--- src/source/blimp_isa_pkg.sv ---
// Blimp instruction set definitions
// Opcode encoding, instruction field positions, register and data widths

`default_nettype none

package blimp_isa_pkg;

  // Datapath and register file sizing
  localparam int xlen       = 32;
  localparam int reg_addr_w = 4;
  localparam int imm_w      = 16;

  // Opcodes, anything else commits without a write
  typedef enum logic [3:0] {
    op_nop  = 4'd0,
    op_add  = 4'd1,
    op_addi = 4'd2,
    op_mul  = 4'd3
  } opcode_e;

  // Field positions in the instruction word
  localparam int op_hi  = 31;
  localparam int op_lo  = 28;
  localparam int rd_hi  = 27;
  localparam int rd_lo  = 24;
  localparam int rs1_hi = 23;
  localparam int rs1_lo = 20;
  localparam int rs2_hi = 19;
  localparam int rs2_lo = 16;
  localparam int imm_hi = 15;
  localparam int imm_lo = 0;

endpackage

`default_nettype wire

--- src/source/blimp_uarch_pkg.sv ---
// Blimp microarchitecture definitions
// Execute FSM states and the fetched-instruction record

`default_nettype none

package blimp_uarch_pkg;

  // One fetched word and where it came from
  typedef struct packed {
    logic [blimp_isa_pkg::xlen-1:0] pc;
    logic [blimp_isa_pkg::xlen-1:0] inst;
  } fetch_rec_t;

  //--------------------------------------------------------------------------
  // Execute-commit FSM
  //--------------------------------------------------------------------------

  // Idle accepts, mul_busy finishes product, commit drives the trace
  typedef enum logic [1:0] {
    ex_idle     = 2'd0,
    ex_mul_busy = 2'd1,
    ex_commit   = 2'd2
  } exec_state_e;

endpackage

`default_nettype wire

--- src/source/fetch_decode_if.sv ---
// Valid/ready channel for one fetched instruction and its pc
// Producer holds rec while val is high and rdy is low

`timescale 1ns/1ps
`default_nettype none

interface fetch_decode_if (
  input logic clk
);

  logic                           val;
  logic                           rdy;
  blimp_uarch_pkg::fetch_rec_t    rec;

  // Sending side
  modport prod (input clk, output val, output rec, input rdy);

  // Receiving side
  modport cons (input clk, input val, input rec, output rdy);

endinterface

`default_nettype wire

--- src/source/blimp_core.sv ---
// Blimp core top level
// Fetch, instruction queue and execute-commit joined by two valid/ready
// channels, Wishbone instruction port and commit trace as plain ports

`timescale 1ns/1ps
`default_nettype none

module blimp_core #(
  parameter int                             p_queue_depth = 4,
  parameter logic [blimp_isa_pkg::xlen-1:0] p_reset_pc    = '0
) (
  input  logic                                 clk,
  input  logic                                 rst_n,

  // Instruction memory, Wishbone classic read
  output logic                                 inst_cyc,
  output logic                                 inst_stb,
  output logic [blimp_isa_pkg::xlen-1:0]       inst_adr,
  input  logic [blimp_isa_pkg::xlen-1:0]       inst_dat,
  input  logic                                 inst_ack,

  // Commit trace
  output logic                                 trace_val,
  output logic [blimp_isa_pkg::xlen-1:0]       trace_pc,
  output logic                                 trace_wen,
  output logic [blimp_isa_pkg::reg_addr_w-1:0] trace_waddr,
  output logic [blimp_isa_pkg::xlen-1:0]       trace_wdata
);

  //--------------------------------------------------------------------------
  // Channels
  //--------------------------------------------------------------------------

  fetch_decode_if f2q (.clk(clk));
  fetch_decode_if q2x (.clk(clk));

  //--------------------------------------------------------------------------
  // Units
  //--------------------------------------------------------------------------

  fetch_unit #(
    .p_reset_pc (p_reset_pc)
  ) fetch_i (
    .clk    (clk),
    .rst_n  (rst_n),
    .wb_cyc (inst_cyc),
    .wb_stb (inst_stb),
    .wb_adr (inst_adr),
    .wb_dat (inst_dat),
    .wb_ack (inst_ack),
    .out    (f2q)
  );

  inst_queue #(
    .p_queue_depth (p_queue_depth)
  ) queue_i (
    .clk   (clk),
    .rst_n (rst_n),
    .in    (f2q),
    .out   (q2x)
  );

  execute_commit_unit exec_i (
    .clk         (clk),
    .rst_n       (rst_n),
    .in          (q2x),
    .trace_val   (trace_val),
    .trace_pc    (trace_pc),
    .trace_wen   (trace_wen),
    .trace_waddr (trace_waddr),
    .trace_wdata (trace_wdata)
  );

endmodule

`default_nettype wire

--- src/source/execute_commit_unit.sv ---
// Blimp execute-commit unit
// Decodes one instruction at a time, reads the register file, runs the
// single-cycle ALU or two-cycle multiplier, writes back and drives the trace

`timescale 1ns/1ps
`default_nettype none

module execute_commit_unit (
  input  logic                                 clk,
  input  logic                                 rst_n,
  fetch_decode_if.cons                         in,
  output logic                                 trace_val,
  output logic [blimp_isa_pkg::xlen-1:0]       trace_pc,
  output logic                                 trace_wen,
  output logic [blimp_isa_pkg::reg_addr_w-1:0] trace_waddr,
  output logic [blimp_isa_pkg::xlen-1:0]       trace_wdata
);

  localparam int xlen   = blimp_isa_pkg::xlen;
  localparam int aw     = blimp_isa_pkg::reg_addr_w;
  localparam int half_w = xlen / 2;
  localparam int imm_w  = blimp_isa_pkg::imm_w;

  blimp_uarch_pkg::exec_state_e state;
  blimp_isa_pkg::opcode_e       opcode;

  logic [xlen-1:0]   rf [2**aw];
  logic [aw-1:0]     rd;
  logic [aw-1:0]     rs1;
  logic [aw-1:0]     rs2;
  logic [imm_w-1:0]  imm;
  logic [xlen-1:0]   rs1_val;
  logic [xlen-1:0]   rs2_val;
  logic [xlen-1:0]   alu_result;
  logic              alu_wen;
  logic              pop;
  logic [xlen-1:0]   pp_next;
  logic [xlen-1:0]   pp_q;
  logic [half_w-1:0] mul_alo_q;
  logic [half_w-1:0] mul_bhi_q;
  logic [half_w-1:0] hi_prod;
  logic [xlen-1:0]   mul_result;
  logic [xlen-1:0]   pc_q;
  logic [aw-1:0]     rd_q;
  logic [xlen-1:0]   wdata_q;
  logic              wen_q;

  //--------------------------------------------------------------------------
  // Decode and operand read
  //--------------------------------------------------------------------------

  assign opcode = blimp_isa_pkg::opcode_e'(
    in.rec.inst[blimp_isa_pkg::op_hi:blimp_isa_pkg::op_lo]);
  assign rd  = in.rec.inst[blimp_isa_pkg::rd_hi:blimp_isa_pkg::rd_lo];
  assign rs1 = in.rec.inst[blimp_isa_pkg::rs1_hi:blimp_isa_pkg::rs1_lo];
  assign rs2 = in.rec.inst[blimp_isa_pkg::rs2_hi:blimp_isa_pkg::rs2_lo];
  assign imm = in.rec.inst[blimp_isa_pkg::imm_hi:blimp_isa_pkg::imm_lo];

  // x0 is hardwired zero, never written
  assign rs1_val = (rs1 == '0) ? '0 : rf[rs1];
  assign rs2_val = (rs2 == '0) ? '0 : rf[rs2];

  // Single-cycle ALU path
  always_comb begin
    alu_result = '0;
    case (opcode)
      blimp_isa_pkg::op_add:  alu_result = rs1_val + rs2_val;
      blimp_isa_pkg::op_addi: alu_result = rs1_val + {{(xlen-imm_w){imm[imm_w-1]}}, imm};
      default:                alu_result = '0;
    endcase
  end

  assign alu_wen = ((opcode == blimp_isa_pkg::op_add) ||
                    (opcode == blimp_isa_pkg::op_addi)) && (rd != '0);

  // Multiply split on the low half of rs2, upper half done next cycle
  assign pp_next    = rs1_val * {{half_w{1'b0}}, rs2_val[half_w-1:0]};
  assign hi_prod    = mul_alo_q * mul_bhi_q;
  assign mul_result = pp_q + {hi_prod, {half_w{1'b0}}};

  assign in.rdy = (state == blimp_uarch_pkg::ex_idle);
  assign pop    = in.val && in.rdy;

  //--------------------------------------------------------------------------
  // FSM
  //--------------------------------------------------------------------------

  always_ff @(posedge clk or negedge rst_n) begin
    if (!rst_n) begin
      state <= blimp_uarch_pkg::ex_idle;
      wen_q <= 1'b0;
    end else begin
      case (state)
        blimp_uarch_pkg::ex_idle: begin
          if (pop && (opcode == blimp_isa_pkg::op_mul)) begin
            state <= blimp_uarch_pkg::ex_mul_busy;
          end else if (pop) begin
            state <= blimp_uarch_pkg::ex_commit;
            wen_q <= alu_wen;
          end
        end
        blimp_uarch_pkg::ex_mul_busy: begin
          state <= blimp_uarch_pkg::ex_commit;
          wen_q <= (rd_q != '0);
        end
        blimp_uarch_pkg::ex_commit: begin
          state <= blimp_uarch_pkg::ex_idle;
          wen_q <= 1'b0;
        end
        default: state <= blimp_uarch_pkg::ex_idle;
      endcase
    end
  end

  // Writeback lands on the edge that raises trace_val
  always_ff @(posedge clk) begin
    if (pop) begin
      pc_q      <= in.rec.pc;
      rd_q      <= rd;
      wdata_q   <= alu_result;
      pp_q      <= pp_next;
      mul_alo_q <= rs1_val[half_w-1:0];
      mul_bhi_q <= rs2_val[xlen-1:half_w];
      if (alu_wen) rf[rd] <= alu_result;
    end
    if (state == blimp_uarch_pkg::ex_mul_busy) begin
      wdata_q <= mul_result;
      if (rd_q != '0) rf[rd_q] <= mul_result;
    end
  end

  assign trace_val   = (state == blimp_uarch_pkg::ex_commit);
  assign trace_pc    = pc_q;
  assign trace_wen   = wen_q;
  assign trace_waddr = rd_q;
  assign trace_wdata = wdata_q;

  a_wen_with_val: assert property (@(posedge clk) disable iff (!rst_n)
    trace_wen |-> trace_val);

  // Writes to x0 never reach the trace
  a_no_x0_write: assert property (@(posedge clk) disable iff (!rst_n)
    trace_wen |-> (trace_waddr != '0));

endmodule

`default_nettype wire

--- src/source/fetch_unit.sv ---
// Blimp fetch unit
// Wishbone classic read master walking the pc, one fetch in flight,
// returned word held until the queue takes it

`timescale 1ns/1ps
`default_nettype none

module fetch_unit #(
  parameter logic [blimp_isa_pkg::xlen-1:0] p_reset_pc = '0
) (
  input  logic                           clk,
  input  logic                           rst_n,
  output logic                           wb_cyc,
  output logic                           wb_stb,
  output logic [blimp_isa_pkg::xlen-1:0] wb_adr,
  input  logic [blimp_isa_pkg::xlen-1:0] wb_dat,
  input  logic                           wb_ack,
  fetch_decode_if.prod                   out
);

  // Bus cycle running, or record waiting for the queue
  typedef enum logic {
    fs_bus,
    fs_hold
  } fetch_state_e;

  fetch_state_e                   state;
  logic                           cyc_q;
  logic [blimp_isa_pkg::xlen-1:0] pc;
  logic                           wb_done;
  blimp_uarch_pkg::fetch_rec_t    rec_q;

  assign wb_done = (state == fs_bus) && cyc_q && wb_ack;

  // Sequencer and pc
  always_ff @(posedge clk or negedge rst_n) begin
    if (!rst_n) begin
      state <= fs_bus;
      cyc_q <= 1'b0;
      pc    <= p_reset_pc;
    end else begin
      case (state)
        fs_bus: begin
          // First cycle out of reset opens the bus
          if (!cyc_q) begin
            cyc_q <= 1'b1;
          end else if (wb_ack) begin
            cyc_q <= 1'b0;
            state <= fs_hold;
          end
        end
        fs_hold: begin
          // Next fetch starts once the record is gone
          if (out.rdy) begin
            pc    <= pc + 32'd4;
            cyc_q <= 1'b1;
            state <= fs_bus;
          end
        end
        default: state <= fs_bus;
      endcase
    end
  end

  // Holding register for the returned word
  always_ff @(posedge clk) begin
    if (wb_done) begin
      rec_q.pc   <= pc;
      rec_q.inst <= wb_dat;
    end
  end

  assign wb_cyc  = cyc_q;
  assign wb_stb  = cyc_q;
  assign wb_adr  = pc;
  assign out.val = (state == fs_hold);
  assign out.rec = rec_q;

  //--------------------------------------------------------------------------
  // Bus protocol checks
  //--------------------------------------------------------------------------

  // Ack closes the bus cycle on the next edge
  a_drop_after_ack: assert property (@(posedge clk) disable iff (!rst_n)
    (wb_cyc && wb_ack) |=> (!wb_stb && !wb_cyc));

  // Request held until the slave answers
  a_adr_stable: assert property (@(posedge clk) disable iff (!rst_n)
    (wb_stb && !wb_ack) |=> (wb_stb && $stable(wb_adr)));

endmodule

`default_nettype wire

--- src/source/inst_queue.sv ---
// Blimp instruction queue
// Circular FIFO of fetched records between fetch and execute,
// push and pop allowed in the same cycle

`timescale 1ns/1ps
`default_nettype none

module inst_queue #(
  parameter int p_queue_depth = 4
) (
  input  logic         clk,
  input  logic         rst_n,
  fetch_decode_if.cons in,
  fetch_decode_if.prod out
);

  localparam int idx_w = $clog2(p_queue_depth);

  blimp_uarch_pkg::fetch_rec_t mem [p_queue_depth];

  // Extra top bit tells full from empty
  logic [idx_w:0] wr_ptr;
  logic [idx_w:0] rd_ptr;
  logic [idx_w:0] count;
  logic           full;
  logic           empty;
  logic           push;
  logic           pop;

  assign empty = (wr_ptr == rd_ptr);
  assign full  = (wr_ptr[idx_w] != rd_ptr[idx_w]) &&
                 (wr_ptr[idx_w-1:0] == rd_ptr[idx_w-1:0]);

  // Entries held, from the pointer distance
  assign count = wr_ptr - rd_ptr;

  assign push = in.val && in.rdy;
  assign pop  = out.val && out.rdy;

  // Pointers
  always_ff @(posedge clk or negedge rst_n) begin
    if (!rst_n) begin
      wr_ptr <= '0;
      rd_ptr <= '0;
    end else begin
      if (push) wr_ptr <= wr_ptr + 1'b1;
      if (pop)  rd_ptr <= rd_ptr + 1'b1;
    end
  end

  // Storage
  always_ff @(posedge clk) begin
    if (push) begin
      mem[wr_ptr[idx_w-1:0]] <= in.rec;
    end
  end

  // Head entry straight out of the array
  assign in.rdy  = !full;
  assign out.val = !empty;
  assign out.rec = mem[rd_ptr[idx_w-1:0]];

  //--------------------------------------------------------------------------
  // Occupancy checks
  //--------------------------------------------------------------------------

  // A push into a full queue overflows the count
  a_no_push_full: assert property (@(posedge clk) disable iff (!rst_n)
    push |=> (count <= p_queue_depth));

  // A pop from an empty queue wraps the count
  a_no_pop_empty: assert property (@(posedge clk) disable iff (!rst_n)
    pop |=> (count < p_queue_depth));

endmodule

`default_nettype wire
--- config.mk ---
export PLATFORM = sky130hd
export DESIGN_NAME = blimp_core
export DESIGN_NICKNAME = d
export VERILOG_FILES = /design/src/source/blimp_isa_pkg.sv /design/src/source/blimp_uarch_pkg.sv /design/src/source/fetch_decode_if.sv /design/src/source/blimp_core.sv /design/src/source/execute_commit_unit.sv /design/src/source/fetch_unit.sv /design/src/source/inst_queue.sv
export SDC_FILE = /design/constraint.sdc
export NUM_CORES = 2
export LEC_CHECK = 0
export ABC_AREA = 1
export BUFFER_PORTS_ARGS = -buffer_cell sky130_fd_sc_hd__buf_2
export CAP_MARGIN = 30
export CORE_ASPECT_RATIO = 0.6
export CORE_MARGIN = 2
export CORE_UTILIZATION = 60
export CTS_CLUSTER_DIAMETER = 30
export CTS_CLUSTER_SIZE = 20
export DETAILED_ROUTE_END_ITERATION = 6
export GPL_ROUTABILITY_DRIVEN = 0
export PLACE_DENSITY_LB_ADDON = 0.15
export SYNTH_ARGS = -nofsm -noshare
export SYNTH_HDL_FRONTEND = slang
export SYNTH_SLANG_ARGS = --single-unit
--- constraint.sdc ---
create_clock -name clk -period 8.91 [get_ports clk]
set_input_delay 1.782 -clock clk [delete_from_list [all_inputs] [get_ports clk]]
set_output_delay 1.782 -clock clk [all_outputs]
set_load 0.01 [all_outputs]
==> summary.txt <==
Status
  • Status: complete, but fails checks
  • Failing checks: DRC

Clocking
  • Hold_buf cts: 0
  • Root buf cell: clkbuf_16
  • Clock slew at reported path FFs: 0.06 ns
  • CTS tree: done
  • Clock buffer depth: 3
  • CTS H-tree depth: 4
  • Inserted Clock Buffers: 133
  • Clock Latency Late Sink: 0.77 ns
  • CTS sink count: 993

Logic synthesis
  • Ys Warns: 0
  • Sequential fraction of the synthesis area: 48.3%
  • Gate Count Post-Synth: 6,434
  • Unique masters post-synth: 60
  • FFs w/ async S/R, synth: 4.13%
  • Post-synth EDFFs: 952
  • Dominant synthesized flop cell: edfxtp_1
  • Synthesized area: 0.0614 mm2
  • Post-synthesis register bit count: 993
  • Synth Area per Inst: 9.54 um2

Drt
  • DR vias/cell: 6.05
  • DR iter-0 viols: 7,238
  • Wirelength per Cell: 23.7 um
  • Via count: 48,801
  • Antenna viol nets, final: 0
  • Routed WL: 191,000 um
  • DRC: 2
  • First-pass DRT Iterations: 7

Setup path
  • Worst EP arrival: 9.23 ns
  • Critical-path maximum fanout: 28
  • FF-to-FF setup slack: 0.17 ns
  • Kind of critical path: register to register
  • Critical path endpoint category: register
  • Worst setup SP type: register
  • Crit path required time: 9.40 ns

Die
  • Rows: 90
  • Io pins: 139
  • Die W: 417 um
  • Die ar.: 0.105 mm2
  • Starting Density: 60.8%
  • Core area: 0.101 mm2
  • Chip height: 252 um

Hold path
  • Worst Hold Class: register to register

Layout
  • Layout cell share with drive strength beyond 1: 9.86%
  • Nets: 7,206
  • Most frequent cells in the layout: 1,695 x nand2_1, 952 x edfxtp_1, 850 x inv_1, 592 x nand3_1, 386 x fa_1
  • Commonest non-fill, non-tap cell in the layout: nand2_1
  • Footprint of the multi-input gates: 0.0272 mm2
  • Area growth, synth to finish: 11.9%
  • Fill cell count: 7,595
  • Register area: 0.0296 mm2

STA
  • Minimum clock period: 8.74 ns
  • Slew margin rel.: 29.1%
  • Worst Tran Pin Value: 1.06 ns
  • Setup-failing EPs final: 0
  • Achievable Freq: 114 MHz
  • Fin. max-slew vios: 0
  • WHS: 0.477 ns
  • Setup TNS: 0 ns
  • Skew final: 0.0340 ns
  • Final hold vios: 0
  • Fin crit share: 98.1%
  • RSZ-0062 raised after global routing: no

Placed design
  • Number of port buffers: 134
  • Post-DP HPWL: 128,000 um

Global routing
  • First-pass GRT wire length: 287,000 um
  • Largest net degree at the start of global routing: 138
  • Vias in the first global route: 46,760
  • Gr usage total: 36.8%
  • GR Overflow Total: 0
  • Initial antenna violation count: 9

Job
  • Max_cap viols: 0
-- Yosys cell counts, types with 15 or more instances --
| cell type | number | share of area, % |
|---|---|---|
| inv_1 | 854 | 5.2 |
| buf_2 | 107 | 0.87 |
| nand4_1 | 18 | 0.18 |
| dfrtp_1 | 41 | 1.7 |
| nand2_1 | 1700 | 10 |
| clkbuf_1 | 147 | 0.90 |
| fa_1 | 386 | 13 |
| ha_1 | 170 | 3.5 |
| a21oi_1 | 235 | 1.9 |
| o22ai_1 | 52 | 0.53 |
| xor2_1 | 73 | 1.0 |
| inv_2 | 17 | 0.10 |
| nand3_1 | 592 | 4.8 |
| o21ai_0 | 285 | 2.3 |
| nor3_1 | 16 | 0.13 |
| a22oi_1 | 15 | 0.18 |
| edfxtp_1 | 952 | 47 |
| a32o_1 | 26 | 0.42 |
| xnor2_1 | 47 | 0.67 |
| o211ai_1 | 52 | 0.64 |
| buf_4 | 28 | 0.34 |
| o21ai_1 | 25 | 0.20 |
| a22o_1 | 16 | 0.23 |
| nor2_2 | 17 | 0.17 |
| nor2_1 | 403 | 2.5 |
| buf_1 | 26 | 0.16 |
-- registers in the layout, indices dropped and copies added, names as in the netlist --
register            count
exec_i.rf             512
exec_i.state            2
fetch_i.wb_cyc          1
exec_i.mul_alo_q       16
exec_i.trace_wen        1
queue_i.mem           248
exec_i.pp_q            32
fetch_i.wb_adr         30
exec_i.trace_pc        30
fetch_i.out.val         1
exec_i.mul_bhi_q       16
queue_i.rd_ptr          3
exec_i.trace_waddr      4
queue_i.wr_ptr          3
exec_i.trace_wdata     32
fetch_i.out.rec        62
-- kinds of logic after synthesis --
group,count (synthesis),share of synthesized area (%)
flip-flops,993,48.3
other,1,0.00611
AND/OR/NAND/NOR,2797,18.8
buffers and inverters,1207,7.99
AO/OA/AOI/OAI,760,7.13
XOR/XNOR,120,1.71
adder cells (fa/ha/maj),556,16.1
-- area by class of cell --
| class | instances | share of cell area [%] |
|---|---|---|
| sequential | 993 | 43.1 |
| multi-input combinational | 4269 | 39.6 |
| clock buffer | 146 | 5.07 |
| inverter | 883 | 4.86 |
| timing repair buffer | 335 | 3.43 |
| tap | 1334 | 2.43 |
| clock inverter | 98 | 1.41 |
| antenna | 6 | 0.0219 |
-- per-layer routing --
layer | vias to the layer above | share of wire, % | track usage (%)
met5 | - | 0.13 | 1.56
met1 | 23091 | 39 | 53.3
li1 | 21472 | - | -
met4 | 6 | 4.3 | 15.4
met2 | 3697 | 40 | 49.7
met3 | 535 | 16 | 13.5
-- critical path, stage by stage (launching register included) --
cell and delay, ns:
dfrtp_4 0.58, inv_4 0.23, buf_4 0.34, nand2_1 0.10, nand3_1 0.09, nand2_1 0.19
inv_2 0.21, buf_4 0.36, nand3_1 0.12, nand2_1 0.44, clkinvlp_4 0.49, buf_4 0.29
nand2_1 0.08, fa_1 0.49, fa_1 0.50, fa_1 0.55, inv_1 0.05, fa_1 0.48
fa_1 0.51, inv_1 0.06, fa_1 0.48, inv_1 0.04, ha_1 0.34, a21oi_1 0.32
o21ai_0 0.12, a221oi_1 0.50, o221ai_1 0.28, xor2_1 0.20
-- path summary, 6_finish.rpt --
kind | to | start | cells after the start
worst max-delay path | exec_i.pp_q[28] | queue_i.rd_ptr[0] | 27
worst min-delay path | fetch_i.out.rec[43] | fetch_i.wb_adr[11] | 0
worst max register to register | exec_i.pp_q[28] | queue_i.rd_ptr[0] | 27
worst min register to register | fetch_i.out.rec[43] | fetch_i.wb_adr[11] | 0
max in group asynchronous | queue_i.rd_ptr[0] | rst_n | 2
min in group asynchronous | fetch_i.wb_adr[31] | rst_n | 2
-- repair_timing --
| action | CTS | global route |
|---|---|---|
| gates resized for setup | 0 | 9 |
| buffers inserted | 0 | 0 |
| setup endpoints to repair | 0 | 7 |
-- per-stage QoR --
| step | setup WS [ns] | std cells | cell area [um2] | utilization [%] |
|---|---|---|---|---|
| 2_1_floorplan | 1.56 | 6469 | 61500 | - |
| 3_5_place_dp | 0.222 | 7811 | 64100 | 63.5 |
| 6_report | 0.171 | 8064 | 68600 | 68.0 |
| 4_1_cts | 0.176 | 8055 | 68600 | 68.0 |
| 3_3_place_gp | 0.336 | 7808 | 64000 | 63.5 |
| 5_1_grt | 0.00154 | 8061 | 68600 | 68.0 |
Power is not shown: default switching activity piles up to over one toggle a cycle in this logic, so the estimate is an artifact.
